$ cat src/rnn_defs.svh
`ifndef RNN_DEFS_SVH
`define RNN_DEFS_SVH

// Network sizes
`define VOCAB_SIZE      76
`define EMBEDDING_SIZE  4
`define LINEAR_SIZE     8

// Word and index widths
`define WORD_W          16
`define FRAC_BITS       8              // Q8.8
`define ADDR_W          9
`define TOKEN_W         7
`define EMB_IDX_W       2
`define HID_IDX_W       3

// Word memory layout
`define EMB_BASE        0
`define WIH_BASE        (`VOCAB_SIZE * `EMBEDDING_SIZE)
`define WHH_BASE        (`WIH_BASE + `EMBEDDING_SIZE * `LINEAR_SIZE)
`define BIH_BASE        (`WHH_BASE + `LINEAR_SIZE * `LINEAR_SIZE)
`define BHH_BASE        (`BIH_BASE + `LINEAR_SIZE)
`define MEM_WORDS       (`BHH_BASE + `LINEAR_SIZE)

`endif
$ cat src/rnn_pkg.sv
`include "rnn_defs.svh"

package rnn_pkg;

    typedef logic signed [`WORD_W-1:0] word_t;    // Q8.8 value
    typedef logic [`ADDR_W-1:0]        addr_t;
    typedef logic [`TOKEN_W-1:0]       token_t;

    typedef enum logic [3:0] {
        S_IDLE,
        S_EMB_REQ,
        S_EMB_WAIT,
        S_CLEAR,
        S_HH_REQ,
        S_HH_WAIT,
        S_BHH_REQ,
        S_BHH_WAIT,
        S_IH_REQ,
        S_IH_WAIT,
        S_BIH_REQ,
        S_BIH_WAIT,
        S_DRAIN,
        S_COMMIT
    } seq_state_t;

    typedef enum logic {
        SRC_EMB,
        SRC_HIDDEN
    } operand_src_t;

endpackage

$ cat src/rnn_cell_top.sv
`timescale 1ns/1ps
`include "rnn_defs.svh"

module rnn_cell_top (
    input  logic                  clk,
    input  logic                  reset,
    input  logic                  execute,
    input  rnn_pkg::token_t       token,
    input  logic [`HID_IDX_W-1:0] readout_index,
    input  rnn_pkg::word_t        mem_data,
    input  logic                  mem_valid,
    output logic                  mem_req,
    output rnn_pkg::addr_t        mem_addr,
    output logic                  busy,
    output logic                  done,
    output rnn_pkg::word_t        readout_value
);
    import rnn_pkg::*;

    logic                  emb_write;
    logic [`EMB_IDX_W-1:0] emb_index;
    operand_src_t          operand_src;
    logic [`HID_IDX_W-1:0] operand_index;
    logic                  acc_clear;
    logic                  term_valid;
    logic                  term_is_bias;
    logic                  hidden_write;
    logic [`HID_IDX_W-1:0] hidden_index;
    logic                  commit;
    logic                  pipe_empty;
    word_t                 acc_value;
    word_t                 operand;

    layer_sequencer u_sequencer (
        .clk           (clk),
        .reset         (reset),
        .execute       (execute),
        .token         (token),
        .mem_valid     (mem_valid),
        .pipe_empty    (pipe_empty),
        .mem_req       (mem_req),
        .mem_addr      (mem_addr),
        .busy          (busy),
        .done          (done),
        .emb_write     (emb_write),
        .emb_index     (emb_index),
        .operand_src   (operand_src),
        .operand_index (operand_index),
        .acc_clear     (acc_clear),
        .term_valid    (term_valid),
        .term_is_bias  (term_is_bias),
        .hidden_write  (hidden_write),
        .hidden_index  (hidden_index),
        .commit        (commit)
    );

    mac_unit u_mac (
        .clk          (clk),
        .reset        (reset),
        .acc_clear    (acc_clear),
        .term_valid   (term_valid),
        .term_is_bias (term_is_bias),
        .weight       (mem_data),           // Weight or bias straight from memory
        .operand      (operand),
        .acc_value    (acc_value),
        .pipe_empty   (pipe_empty)
    );

    state_buffers u_buffers (
        .clk           (clk),
        .reset         (reset),
        .emb_write     (emb_write),
        .emb_index     (emb_index),
        .emb_data      (mem_data),
        .operand_src   (operand_src),
        .operand_index (operand_index),
        .hidden_write  (hidden_write),
        .hidden_index  (hidden_index),
        .hidden_data   (acc_value),
        .commit        (commit),
        .readout_index (readout_index),
        .operand       (operand),
        .readout_value (readout_value)
    );

endmodule

$ cat src/state_buffers.sv
`timescale 1ns/1ps
`include "rnn_defs.svh"

module state_buffers (
    input  logic                  clk,
    input  logic                  reset,
    input  logic                  emb_write,
    input  logic [`EMB_IDX_W-1:0] emb_index,
    input  rnn_pkg::word_t        emb_data,
    input  rnn_pkg::operand_src_t operand_src,
    input  logic [`HID_IDX_W-1:0] operand_index,
    input  logic                  hidden_write,
    input  logic [`HID_IDX_W-1:0] hidden_index,
    input  rnn_pkg::word_t        hidden_data,
    input  logic                  commit,
    input  logic [`HID_IDX_W-1:0] readout_index,
    output rnn_pkg::word_t        operand,
    output rnn_pkg::word_t        readout_value
);
    import rnn_pkg::*;

    word_t emb_buf     [`EMBEDDING_SIZE];
    word_t new_hidden  [`LINEAR_SIZE];
    word_t prev_hidden [`LINEAR_SIZE];

    always_ff @(posedge clk)
    begin
        if (reset)
        begin
            for (int i = 0; i < `EMBEDDING_SIZE; i++)
                emb_buf[i] <= '0;
        end
        else if (emb_write)
            emb_buf[emb_index] <= emb_data;
    end

    always_ff @(posedge clk)
    begin
        if (reset)
        begin
            for (int i = 0; i < `LINEAR_SIZE; i++)
            begin
                new_hidden[i]  <= '0;
                prev_hidden[i] <= '0;
            end
        end
        else
        begin
            if (hidden_write)
                new_hidden[hidden_index] <= hidden_data;
            if (commit)
                prev_hidden <= new_hidden;      // Whole vector in one cycle
        end
    end

    always_comb
    begin
        if (operand_src == SRC_EMB)
            operand = emb_buf[operand_index[`EMB_IDX_W-1:0]];
        else
            operand = prev_hidden[operand_index];
    end

    // Readout shows the committed state only
    assign readout_value = prev_hidden[readout_index];

endmodule

$ cat src/mac_unit.sv
`timescale 1ns/1ps
`include "rnn_defs.svh"

module mac_unit (
    input  logic           clk,
    input  logic           reset,
    input  logic           acc_clear,
    input  logic           term_valid,
    input  logic           term_is_bias,
    input  rnn_pkg::word_t weight,
    input  rnn_pkg::word_t operand,
    output rnn_pkg::word_t acc_value,
    output logic           pipe_empty
);
    import rnn_pkg::*;

    logic signed [2*`WORD_W-1:0] product;
    logic signed [2*`WORD_W-1:0] scaled;
    word_t                       stage_value;
    logic                        stage_valid;
    word_t                       acc;

    assign product = weight * operand;
    assign scaled  = product >>> `FRAC_BITS;      // Back to Q8.8

    always_ff @(posedge clk)
    begin
        if (reset)
            stage_valid <= 1'b0;
        else
            stage_valid <= term_valid;
    end

    always_ff @(posedge clk)
    begin
        if (term_valid)
            stage_value <= term_is_bias ? weight : scaled[`WORD_W-1:0];
    end

    always_ff @(posedge clk)
    begin
        if (reset || acc_clear)
            acc <= '0;
        else if (stage_valid)
            acc <= acc + stage_value;             // Wraps at 16 bits
    end

    assign acc_value  = acc;
    assign pipe_empty = ~stage_valid;

endmodule

$ cat src/layer_sequencer.sv
`timescale 1ns/1ps
`include "rnn_defs.svh"

module layer_sequencer (
    input  logic                  clk,
    input  logic                  reset,
    input  logic                  execute,
    input  rnn_pkg::token_t       token,
    input  logic                  mem_valid,
    input  logic                  pipe_empty,
    output logic                  mem_req,
    output rnn_pkg::addr_t        mem_addr,
    output logic                  busy,
    output logic                  done,
    output logic                  emb_write,
    output logic [`EMB_IDX_W-1:0] emb_index,
    output rnn_pkg::operand_src_t operand_src,
    output logic [`HID_IDX_W-1:0] operand_index,
    output logic                  acc_clear,
    output logic                  term_valid,
    output logic                  term_is_bias,
    output logic                  hidden_write,
    output logic [`HID_IDX_W-1:0] hidden_index,
    output logic                  commit
);
    import rnn_pkg::*;

    seq_state_t            state;
    seq_state_t            next_state;
    token_t                token_q;
    logic [`HID_IDX_W-1:0] neuron_count;
    logic [`HID_IDX_W-1:0] next_neuron_count;
    logic [`HID_IDX_W-1:0] term_count;
    logic [`HID_IDX_W-1:0] next_term_count;
    logic                  last_emb_term;
    logic                  last_hid_term;
    logic                  last_neuron;

    assign last_emb_term = (term_count == `EMBEDDING_SIZE - 1);
    assign last_hid_term = (term_count == `LINEAR_SIZE - 1);
    assign last_neuron   = (neuron_count == `LINEAR_SIZE - 1);

    always_ff @(posedge clk)
    begin
        if (reset)
        begin
            state        <= S_IDLE;
            neuron_count <= '0;
            term_count   <= '0;
        end
        else
        begin
            state        <= next_state;
            neuron_count <= next_neuron_count;
            term_count   <= next_term_count;
        end
    end

    always_ff @(posedge clk)
    begin
        if (state == S_IDLE && execute)
            token_q <= token;
    end

    always_comb
    begin
        next_state        = state;
        next_neuron_count = neuron_count;
        next_term_count   = term_count;
        case (state)
            S_IDLE:
            begin
                if (execute)
                begin
                    next_neuron_count = '0;
                    next_term_count   = '0;
                    next_state        = S_EMB_REQ;
                end
            end
            S_EMB_REQ:  next_state = S_EMB_WAIT;
            S_EMB_WAIT:
            begin
                if (mem_valid)
                begin
                    next_term_count = last_emb_term ? '0 : term_count + 1'b1;
                    next_state      = last_emb_term ? S_CLEAR : S_EMB_REQ;
                end
            end
            S_CLEAR:    next_state = S_HH_REQ;      // Accumulator zeroed here
            S_HH_REQ:   next_state = S_HH_WAIT;
            S_HH_WAIT:
            begin
                if (mem_valid)
                begin
                    next_term_count = last_hid_term ? '0 : term_count + 1'b1;
                    next_state      = last_hid_term ? S_BHH_REQ : S_HH_REQ;
                end
            end
            S_BHH_REQ:  next_state = S_BHH_WAIT;
            S_BHH_WAIT:
            begin
                if (mem_valid)
                    next_state = S_IH_REQ;
            end
            S_IH_REQ:   next_state = S_IH_WAIT;
            S_IH_WAIT:
            begin
                if (mem_valid)
                begin
                    next_term_count = last_emb_term ? '0 : term_count + 1'b1;
                    next_state      = last_emb_term ? S_BIH_REQ : S_IH_REQ;
                end
            end
            S_BIH_REQ:  next_state = S_BIH_WAIT;
            S_BIH_WAIT:
            begin
                if (mem_valid)
                    next_state = S_DRAIN;
            end
            S_DRAIN:
            begin
                // Last term must reach the accumulator before the write
                if (pipe_empty)
                begin
                    if (last_neuron)
                        next_state = S_COMMIT;
                    else
                    begin
                        next_neuron_count = neuron_count + 1'b1;
                        next_state        = S_CLEAR;
                    end
                end
            end
            S_COMMIT:   next_state = S_IDLE;
            default:    next_state = S_IDLE;
        endcase
    end

    // Address held through the request and wait cycles
    always_comb
    begin
        case (state)
            S_EMB_REQ, S_EMB_WAIT:
                mem_addr = addr_t'(`EMB_BASE + token_q * `EMBEDDING_SIZE + term_count);
            S_HH_REQ, S_HH_WAIT:
                mem_addr = addr_t'(`WHH_BASE + neuron_count * `LINEAR_SIZE + term_count);
            S_BHH_REQ, S_BHH_WAIT:
                mem_addr = addr_t'(`BHH_BASE + neuron_count);
            S_IH_REQ, S_IH_WAIT:
                mem_addr = addr_t'(`WIH_BASE + neuron_count * `EMBEDDING_SIZE + term_count);
            S_BIH_REQ, S_BIH_WAIT:
                mem_addr = addr_t'(`BIH_BASE + neuron_count);
            default:
                mem_addr = '0;
        endcase
    end

    always_comb
    begin
        if (state == S_IH_WAIT)
            operand_src = SRC_EMB;
        else
            operand_src = SRC_HIDDEN;
    end

    assign mem_req       = state inside {S_EMB_REQ, S_HH_REQ, S_BHH_REQ, S_IH_REQ, S_BIH_REQ};
    assign busy          = (state != S_IDLE);
    assign done          = (state == S_COMMIT);      // Last busy cycle
    assign commit        = (state == S_COMMIT);
    assign acc_clear     = (state == S_CLEAR);
    assign emb_write     = (state == S_EMB_WAIT) && mem_valid;
    assign emb_index     = term_count[`EMB_IDX_W-1:0];
    assign term_valid    = mem_valid && (state inside {S_HH_WAIT, S_BHH_WAIT,
                                                       S_IH_WAIT, S_BIH_WAIT});
    assign term_is_bias  = state inside {S_BHH_WAIT, S_BIH_WAIT};
    assign operand_index = term_count;
    assign hidden_write  = (state == S_DRAIN) && pipe_empty;
    assign hidden_index  = neuron_count;

endmodule

$ cat config.mk
export PLATFORM = sky130hd
export DESIGN_NAME = rnn_cell_top
export DESIGN_NICKNAME = d
export VERILOG_FILES = /design/src/rnn_pkg.sv /design/src/rnn_cell_top.sv /design/src/state_buffers.sv /design/src/mac_unit.sv /design/src/layer_sequencer.sv
export VERILOG_INCLUDE_DIRS = /design/src /design/src/src
export SDC_FILE = /design/constraint.sdc
export NUM_CORES = 1
export LEC_CHECK = 0
export BUFFER_PORTS_ARGS = -buffer_cell sky130_fd_sc_hd__buf_2
export CORE_MARGIN = 1.5
export CORE_UTILIZATION = 29
export CTS_CLUSTER_DIAMETER = 30
export DETAILED_ROUTE_END_ITERATION = 8
export PLACE_DENSITY = 0.46
export REMOVE_ABC_BUFFERS = 1
export SYNTH_ARGS = -nofsm -noshare
export SYNTH_HDL_FRONTEND = slang
export SYNTH_SLANG_ARGS = --single-unit
$ cat constraint.sdc
create_clock -name clk -period 7.45 [get_ports clk]
set_input_delay 0.745 -clock clk [delete_from_list [all_inputs] [get_ports clk]]
set_output_delay 0.745 -clock clk [all_outputs]
set_load 0.005 [all_outputs]
* After elaboration in Yosys (flattened, before gate mapping)
Memories as Yosys holds them, arrays and structs flattened. A register that Yosys moved wholly into a read port is not among the register bits.
Cells that the tools add are included.
** Operators by class
- Add/sub/neg operators :: 10
- Multipliers :: 1
- Magnitude comparators :: 4
- Equal/unequal tests :: 25
- Muxes and demuxes :: 43
- Bitwise logic cells :: 4
- Reductions and logical operators :: 23
** Operator list (count)
- $bwmux W128 :: 1
- $mux W16 :: 8
- $bmux W16 S3 :: 2
- $pmux W4 S13 :: 1
- $demux W16 S3 :: 1
- $pmux W9 S5 :: 1
- $mux W4 :: 8
- $add A9 B3 Y9 :: 3
- $eq A4 B4 Y1 const B :: 6
- $mul A16 B16 Y24 :: 1
- $mux W3 :: 7
- $add A9 B3 Y9 const A :: 2
- $add A16 B16 Y16 :: 1
- $eq A4 B3 Y1 const B :: 4
- $ne A2 B2 Y1 const B :: 8
- $reduce_or A16 Y1 :: 1
- $ge A4 B4 Y1 const B :: 3
- $mux W2 :: 6
- $not A3 Y4 :: 3
- $reduce_or A2 Y1 :: 6
- $add A9 B5 Y9 const A :: 1
- $add A9 B6 Y9 const A :: 1
- $pmux W3 S3 :: 1
- $eq A4 B2 Y1 const B :: 2
- other kinds (18) :: 32
** Storage, ports and cells
- Flip-flop bits (word level) :: 306
- Memory bits (writable) :: 64
- Bits of input ports :: 30
- Output and inout bits :: 28
- Logic and storage cells :: 134
- Memories kept :: 1
** Memories
- u_buffers.emb_buf :: depth 4, bits a word 16, read ports 1, clocked after Yosys merged registers in 1, write ports 4, RTL line state_buffers.sv:22 : word_t emb_buf [`EMBEDDING_SIZE];

* Depth between registers and ports, before layout
Gate-level depths: netlist of run 1.
- Depth after elaboration :: 7
- Depth in mapped cells :: 32
- Mapped depth without buffers :: 28

* By module
A second synthesis of run 1 with hierarchy kept.
** Second synthesis, totals
- Cells, all modules :: 2649
- Area total of the unflattened synthesis :: 25184.2 um^2
** Modules (own cells, without submodules)
- state_buffers :: instances 1, cells an instance 1389, area an instance 14171.1 um^2, seq. area each 7046.8 um^2
- mac_unit :: instances 1, cells an instance 1050, area an instance 9321.4 um^2, seq. area each 820.8 um^2
- layer_sequencer :: instances 1, cells an instance 210, area an instance 1691.6 um^2, seq. area each 410.4 um^2

* Least setup slack after synthesis of run 1
OpenSTA, ideal clock, no wires.
- Path type :: register -> register
- From :: register u_sequencer.term_count[1] (netlist: u_sequencer.operand_index[1])
- To :: register u_mac.stage_value[15] (data pin)
- Setup time :: 0.270 ns
- Arrival time :: 7.218 ns
- Data required time :: 7.180 ns
- Slack :: -0.039 ns
- Stages on the path, launching flop included :: 32
- Buffers on the path :: 5
- Period minus slack after synthesis :: 7.489 ns
- Cell sequence :: dfxtp_1 > buf_2 > buf_2 > buf_2 > buf_1 > mux4_2 > nand2_1 > nand3_1 > o21ai_0 > clkbuf_1 > nor2b_1 > fa_1 > inv_1 > fa_1 > fa_1 > inv_1 > fa_1 > fa_1 > inv_1 > fa_1 > inv_1 > ha_1 > a21o_1 > a21o_1 > a21oi_1 > o21ai_0 > a21o_1 > a21oi_1 > o221ai_1 > xnor2_1 > mux2i_1 > a21oi_1
** On the way
- Cells in the longest elaborated chain, start to end :: 7
** RTL lines
- start, declared :: RTL line layer_sequencer.sv:33 : logic [`HID_IDX_W-1:0] term_count;
- start signal, assigned :: RTL line layer_sequencer.sv:55 : term_count <= next_term_count;
- $not A3 Y4 (not written as such) :: RTL line state_buffers.sv:61 : operand = prev_hidden[operand_index];
- $bmux W16 S3 :: RTL line state_buffers.sv:61
- $mux W16 (not written as such) (2 in series) :: RTL line state_buffers.sv:61
- $mux W16 :: RTL line state_buffers.sv:58 : if (operand_src == SRC_EMB)
- $mul A16 B16 Y24 :: RTL line mac_unit.sv:23 : assign product = weight * operand;
- $mux W16 :: RTL line mac_unit.sv:37 : stage_value <= term_is_bias ? weight : scaled[`WORD_W-1:0];
- end signal, assigned :: RTL line mac_unit.sv:37
- end, declared :: RTL line mac_unit.sv:19 : word_t stage_value;
No other way between the ends. The select of a mux whose other input is x is not followed.
A chain may end at the register's enable or synchronous reset.

==> results of run 1 <==
[power by group through the flow]
stage	Sequential (µW)	Combinational (µW)	Clock, µW
after floorplan	2230	336	0
after detailed placement	2200	709	0
final	2160	710	3770
after global routing	2160	775	3930
after global placement	2190	703	0
after CTS	2160	712	3830
[state kept, by name (all words and copies together) (netlist names), named ones only]
signal,cells
u_sequencer.state,4
u_sequencer.hidden_index,3
u_buffers.new_hidden,128
u_buffers.prev_hidden,128
u_sequencer.token_q,7
u_mac.stage_value,16
u_mac.stage_valid,1
u_sequencer.operand_index,3
u_buffers.emb_buf,64
u_mac.acc_value,16
[logic make-up (layout without fill, tap and decap cells)]
kind of cell             after synthesis  in the layout  synth area share [%]
other                                  0              2                     0
multiplexers                         112            112                  8.75
AO/OA/AOI/OAI                        403            403                  9.26
AND/OR/NAND/NOR                     1039           1039                  18.4
XOR/XNOR                              48             48                  1.72
adder cells (fa/ha/maj)              291            291                  20.6
buffers and inverters                462            542                  7.26
flip-flops                           372            372                  34.0
[metal layers]
layer / up-vias / global-route usage [%] / wire (µm)
li1: 8851 / - / -
met1: 9443 / 22.4 / 32300
met2: 472 / 31.1 / 38500
met3: 109 / 1.72 / 3170
met4: 0 / 6.01 / 1880
met5: - / 0 / 0
[worst paths after layout]
kind	startpoint	end	slack, ns	cells after the start
worst max-delay path	register	u_mac.stage_value[15]$_DFFE_PP_	0.25	23
worst min-delay path	token[2]	u_sequencer.token_q[2]$_DFFE_PP_	0.33	1
worst max register to register	register	u_mac.stage_value[15]$_DFFE_PP_	0.25	23
worst min register to register	u_buffers.new_hidden[91]$_SDFFE_PP0P_	u_buffers.prev_hidden[91]$_SDFFE_PP0P_	0.44	2
[area by class of cell]
cell class / instances / area [µm²] / area share [%]
Antenna cell: 2 / 5.00 / 0.0172
Tap cell: 1080 / 1350 / 4.64
Inverter: 270 / 1020 / 3.49
Clock inverter: 36 / 502 / 1.72
Multi-Input combinational cell: 1893 / 14500 / 50.0
Clock buffer: 114 / 2420 / 8.31
Timing Repair Buffer: 122 / 947 / 3.25
Sequential cell: 372 / 8330 / 28.6
[timing repair]
item	4_1_cts	5_1_grt
setup endpoints to repair	1	7
cloned	0	1
pin swaps	0	5
hold endpoints to repair	0	0
setup buffers	0	5
gates resized for setup	1	32
[synthesized netlist by cell type, types with 27 or more instances]
| master | instances |
|---|---|
| dfxtp_1 | 285 |
| clkbuf_1 | 162 |
| mux4_2 | 80 |
| and2_1 | 134 |
| fa_1 | 187 |
| nand2_1 | 702 |
| xnor2_1 | 27 |
| a21oi_1 | 293 |
| nor2b_1 | 55 |
| nor2_1 | 82 |
| o21ai_0 | 27 |
| inv_1 | 269 |
| ha_1 | 104 |
| edfxtp_1 | 87 |
[through the flow]
step	setup TNS, ns	area (µm²)
final	0	29100
after global routing	-0.0227	29100
after CTS	0	28900
after detailed placement	-0.00560	26000
after global placement	0	26000
after floorplan	-4.05	23700
==> metrics.md, run 1 <==
| Metric | Value |
|---|---|
| Max VDD drop | `0.000152 V` |
| Yosys reg bits | `372` |
| Switching Share | `25.2%` |
| Final ANT Viol Nets | `0` |
| Final Hold Viols | `0` |
| Layout Nets | `3062` |
| DRC Markers | `0` |
| Die width | `294 µm` |
| Post-CTS Hold Buffers | `0` |
| Comb power frac | `10.7%` |
| Crit path DAT | `7.51 ns` |
| Sw Pwr | `1670 µW` |
| FMAX | `0.139 GHz` |
| Total vias in the final route | `18875` |
| Synth area leaders | `dfxtp_1, fa_1, nand2_1` |
| Internal | `4970 µW` |
| LEAKAGE | `0.0115 µW` |
| PnR worst setup slack | `0.252 ns` |
| Cell taking the most area after synthesis | `dfxtp_1` |
| CP max FO | `16` |
| GP Congestion | `0.827` |
| Part of the power in registers | `32.5%` |
| Clk sink count | `372` |
| Part of the cycle the worst path needs | `96.6%` |
| RSZ-0062 raised after global routing | `yes` |
| Post-synth EDFFs | `87` |
| CP top delay family | `adder cells` |
| PnR Total Power | `6640 µW` |
| Final Skew | `0.0275 ns` |
| Final-report setup violation count | `0` |
| Min-Delay Path Class | `primary input to register` |
| Pre-antenna DRT Iters | `7` |
| Most frequent cells in the layout | `nand2_1, a21oi_1, dfxtp_1` |
| Clock H-tree levels | `3` |
| Syn_area_per_cell | `8.98 µm²` |
| Fillers | `8475` |
| Crit path capture type | `register` |
| CP required | `7.77 ns` |
| Most used DFF post-synth | `dfxtp_1` |
| Max clock buf depth | `3` |
| Async SR Flop Fraction | `0%` |
| Library cells used by synthesis | `67` |
| Area delta synth->final | `18.9%` |
| Worst setup SP type | `register` |
| WL per Instance | `19.5 µm` |
| Post-DP HPWL | `50900 µm` |
| DP Worst Slack | `-0.00560 ns` |
| Sequential area share after synthesis | `34.0%` |
| Worst skew pair latency | `0.62 ns` |
| I/O pin cnt | `58` |
| Worst Path Class, Setup | `register to register` |
| 1st-iter DRT viols | `1284` |
| Final hold slack | `0.329 ns` |
| Worst-path clk slew | `0.05 ns` |
| Status | `complete, no violations` |
| Global-route usage over all layers | `17.6%` |
| Slowest stage delay, CP | `0.54 ns` |
| First-pass GRT wire length | `117000 µm` |
| Initial core utilization | `29.3%` |
| Core ar. | `0.0836 mm²` |
| CTS tree | `yes` |
| CP cell instances | `buf_12 -> mux4_2 -> nor2_1 -> a31oi_2 -> buf_4 -> and2_1 -> fa_1 -> inv_1 -> fa_1 -> inv_1 -> fa_1 -> fa_1 -> fa_1 -> inv_1 -> fa_1 -> inv_1 -> ha_2 -> nand3_1 -> or4_1 -> o221ai_2 -> xnor2_2 -> mux2i_1 -> a21oi_1` |
| Clock power frac | `56.8%` |
| Worst Tran Pin Value | `1.20 ns` |
| Cell mode on critical path | `fa_1` |
| Port Buf Inserts | `57` |
| Routed WL | `75900 µm` |
| Final Max Tran Viols | `0` |
| Tmin final | `7.20 ns` |
| Finished Layout Cells | `3889` |
| Via density | `4.85` |
| Die Span Y | `294 µm` |
| Total CTS buffers | `82` |
| Total gr overflow | `0` |
| Inst Count DP | `3731` |
| Initial antenna violation count | `3` |
| Synth Cell Area | `0.0245 mm²` |
| Power per cell area | `228 mW/mm²` |
| Critical-path top delay cell | `or4_1` |
| Worst path buffer plus inverter count | `6` |
| Warnings from Yosys | `0` |
| Syn Inst Count | `2727` |
| Share of cells above drive strength 1 | `14.3%` |
| Util after Layout | `34.8%` |
| Commonest non-fill, non-tap cell in the layout | `nand2_1` |
| Top cell type's share of synthesized area | `23.3%` |
| FP Rows | `106` |
| Die Area | `0.0862 mm²` |
| Number of global-route vias before repair | `19345` |
| Maxcap violations | `0` |
| Largest net degree at the start of global routing | `194` |
| CTS root buf | `clkbuf_16` |
| Slew HR | `19.8%` |
Power figures use the tool's default switching activity.
==> run 2: changes to the inputs <==
--- a/config.mk
+++ b/config.mk
@@ -8,10 +8,10 @@
 export LEC_CHECK = 0
 export BUFFER_PORTS_ARGS = -buffer_cell sky130_fd_sc_hd__buf_2
 export CORE_MARGIN = 1.5
-export CORE_UTILIZATION = 29
+export CORE_UTILIZATION = 43
 export CTS_CLUSTER_DIAMETER = 30
 export DETAILED_ROUTE_END_ITERATION = 8
-export PLACE_DENSITY = 0.46
+export PLACE_DENSITY = 0.62
 export REMOVE_ABC_BUFFERS = 1
 export SYNTH_ARGS = -nofsm -noshare
 export SYNTH_HDL_FRONTEND = slang
==> metrics.md, run 2 (same netlist as run 1, synthesis figures left out) <==
| Metric | Value |
|---|---|
| FMAX | `0.138 GHz (-0.49%)` |
| Slew HR | `14.2% (-5.6 points)` |
| Reg-to-Reg End | `u_mac.stage_value[15]$_DFFE_PP_` |
| First-pass GRT wire length | `106000 µm (-9.0%)` |
| Commonest non-fill, non-tap cell in the layout | `nand2_1` |
| Clk sink count | `372 (unchanged)` |
| Global-route usage over all layers | `23.2% (+5.6 points)` |
| Worst-path clk slew | `0.05 ns (about the same)` |
| FP Rows | `87 (-18%)` |
| Maxcap violations | `0 (unchanged)` |
| Worst skew pair latency | `0.59 ns (-0.03 ns)` |
| Top Registers | `u_buffers.new_hidden: 128 flops, u_buffers.prev_hidden: 128 flops, u_buffers.emb_buf: 64 flops` |
| CP top delay family | `adder cells` |
| Port Buf Inserts | `57 (unchanged)` |
| Reg2reg setup slack | `0.22 ns (-0.04 ns)` |
| Fillers | `5171 (-39%)` |
| Part of the cycle the worst path needs | `97.1% (+0.47 points)` |
| DRC Markers | `0 (unchanged)` |
| Setup_tns | `0 ns (unchanged)` |
| Slowest stage delay, CP | `0.56 ns (+0.02 ns)` |
| Routed WL | `68000 µm (-10%)` |
| CP endpoint | `u_mac.stage_value[15]$_DFFE_PP_` |
| CP required | `7.73 ns (-0.04 ns)` |
| Final Skew | `0.0213 ns (-0.00621 ns)` |
| Largest net degree at the start of global routing | `179 (-7.7%)` |
| Critical-path top delay cell | `mux4_2` |
| Min-Delay Path Class | `primary input to register` |
| Total gr overflow | `0 (unchanged)` |
| Clock H-tree levels | `3 (unchanged)` |
| Crit path capture type | `register` |
| Tmin final | `7.23 ns (+0.0353 ns)` |
| Max VDD drop | `0.000171 V (+13%)` |
| GP Congestion | `0.880 (+6.5%)` |
| Pre-antenna DRT Iters | `7 (unchanged)` |
| Cell mode on critical path | `fa_1` |
| I/O pin cnt | `58 (unchanged)` |
| CTS tree | `yes` |
| Final Hold Viols | `0 (unchanged)` |
| 1st-iter DRT viols | `1523 (+19%)` |
| Most frequent cells in the layout | `nand2_1, a21oi_1, dfxtp_1` |
| Post-CTS Hold Buffers | `0 (unchanged)` |
| Number of global-route vias before repair | `19072 (-1.4%)` |
| Final Max Tran Viols | `0 (unchanged)` |
| Layout Nets | `3052 (-0.33%)` |
| Worst Tran Pin Value | `1.29 ns (+0.0840 ns)` |
| Post-DP HPWL | `45500 µm (-11%)` |
| Worst path buffer plus inverter count | `7 (+1)` |
| CP startpoint | `u_sequencer.operand_index[0]$_SDFFE_PP0P_` |
| Core ar. | `0.0563 mm² (-33%)` |
| CTS root buf | `clkbuf_16` |
| Via density | `5.37 (+11%)` |
| Util after Layout | `50.1% (+15 points)` |
| Total vias in the final route | `19017 (+0.75%)` |
| Die Span Y | `242 µm (-18%)` |
| Depth of the most critical reg-to-reg path | `28 (+22%)` |
| Area delta synth->final | `15.1%` |
| Power per cell area | `219 mW/mm² (-3.8%)` |
| Final ANT Viol Nets | `0 (unchanged)` |
| Initial core utilization | `43.5% (+14 points)` |
| ANT cells | `0 (-2)` |
| Die Area | `0.0584 mm² (-32%)` |
| Status | `complete, no violations` |
| Initial antenna violation count | `0 (-3)` |
| Final-report setup violation count | `0 (unchanged)` |
| CP max FO | `14 (-2)` |
| Die width | `242 µm (-18%)` |
| Worst setup SP type | `register` |
| LEAKAGE | `0.0112 µW (-2.3%)` |
| Stages on worst setup path | `28 (+22%)` |
| Total CTS buffers | `73 (-11%)` |
| Crit path DAT | `7.52 ns (about the same)` |
| WL per Instance | `19.2 µm (-1.7%)` |
| R2R Path Start | `u_sequencer.operand_index[0]$_SDFFE_PP0P_` |
| Final hold slack | `0.352 ns (+0.0228 ns)` |
| Max clock buf depth | `3 (unchanged)` |
| Worst Path Class, Setup | `register to register` |
| Share of cells above drive strength 1 | `13.2% (-1.0 points)` |
[run 2: cell types whose count changed in the layout (fill, tap and decap cells not counted), moves of 3 or more]
cell	delta
nand3_2	-3
clkbuf_16	-13
buf_4	+3
inv_6	-3
clkbuf_8	-9
nand3_1	+3
ha_1	+3
clkinvlp_4	+6
[run 2: worst reg2reg max path: cells and delay by family (launching register included)]
| kind | cells | cell delay [ns] |
|---|---|---|
| mux | 2 | 0.80 |
| compound gates | 8 | 1.16 |
| simple gates | 3 | 0.35 |
| xor+xnor | 1 | 0.26 |
| fa+ha+maj | 7 | 3.22 |
| flops | 1 | 0.35 |
| buf+inv | 7 | 0.77 |
[run 2: cell type report]
| class | instances | area, µm² | area share (%) |
|---|---|---|---|
| clock inverters | 41 | 546 | 1.94 |
| repair buffers | 121 | 890 | 3.16 |
| clock buffers | 91 | 1990 | 7.05 |
| flip-flops and latches | 372 | 8320 | 29.5 |
| multi-input cells | 1893 | 14500 | 51.3 |
| well taps | 756 | 946 | 3.36 |
| inverters | 270 | 1020 | 3.61 |
[run 2: how the worst min path moves through the flow]
stage          slack [ns]                                    from  depth (start not counted)                                      end
3_3_place_gp         0.43  u_buffers.new_hidden[119]$_SDFFE_PP0P_                          2  u_buffers.prev_hidden[119]$_SDFFE_PP0P_
2_1_floorplan        0.43    u_buffers.new_hidden[0]$_SDFFE_PP0P_                          2    u_buffers.prev_hidden[0]$_SDFFE_PP0P_
3_5_place_dp         0.44    u_buffers.new_hidden[7]$_SDFFE_PP0P_                          2    u_buffers.prev_hidden[7]$_SDFFE_PP0P_
6_report             0.35                                token[1]                          1         u_sequencer.token_q[1]$_DFFE_PP_
4_1_cts              0.33                                token[3]                          1         u_sequencer.token_q[3]$_DFFE_PP_
5_1_grt              0.34                                token[1]                          1         u_sequencer.token_q[1]$_DFFE_PP_
[run 2: power breakdown]
group | internal [µW] | switching (µW) | total, µW | leakage, µW
logic | 248 | 439 | 687 | 0.00686
clock network | 2220 | 1120 | 3340 | 0.00121
registers | 2130 | 30.4 | 2160 | 0.00317
[run 2: layer usage]
layer / vias up / routed length, µm / global-route usage [%]
met1: 9381 / 27800 / 29.5
met3: 125 / 4770 / 4.03
met4: 0 / 2250 / 10.1
met5: - / 0 / 0
li1: 8828 / - / -
met2: 683 / 33200 / 38.9
[run 2: what timing repair did]
item,in CTS,in global routing
setup buffers,0,4
resized for setup,0,18
setup endpoints to repair,0,5
[run 2: stage by stage]
step           instance area, µm²  setup WS [ns]  std cells  total power, µW
6_report                    28200          0.216       3544             6180
5_1_grt                     28200        -0.0179       3544             6380
4_1_cts                     28100         0.0539       3540             6200
3_5_place_dp                25500          0.107       3408             2870
3_3_place_gp                25500          0.344       3408             2860
2_1_floorplan               23700         -0.742       2535             2570
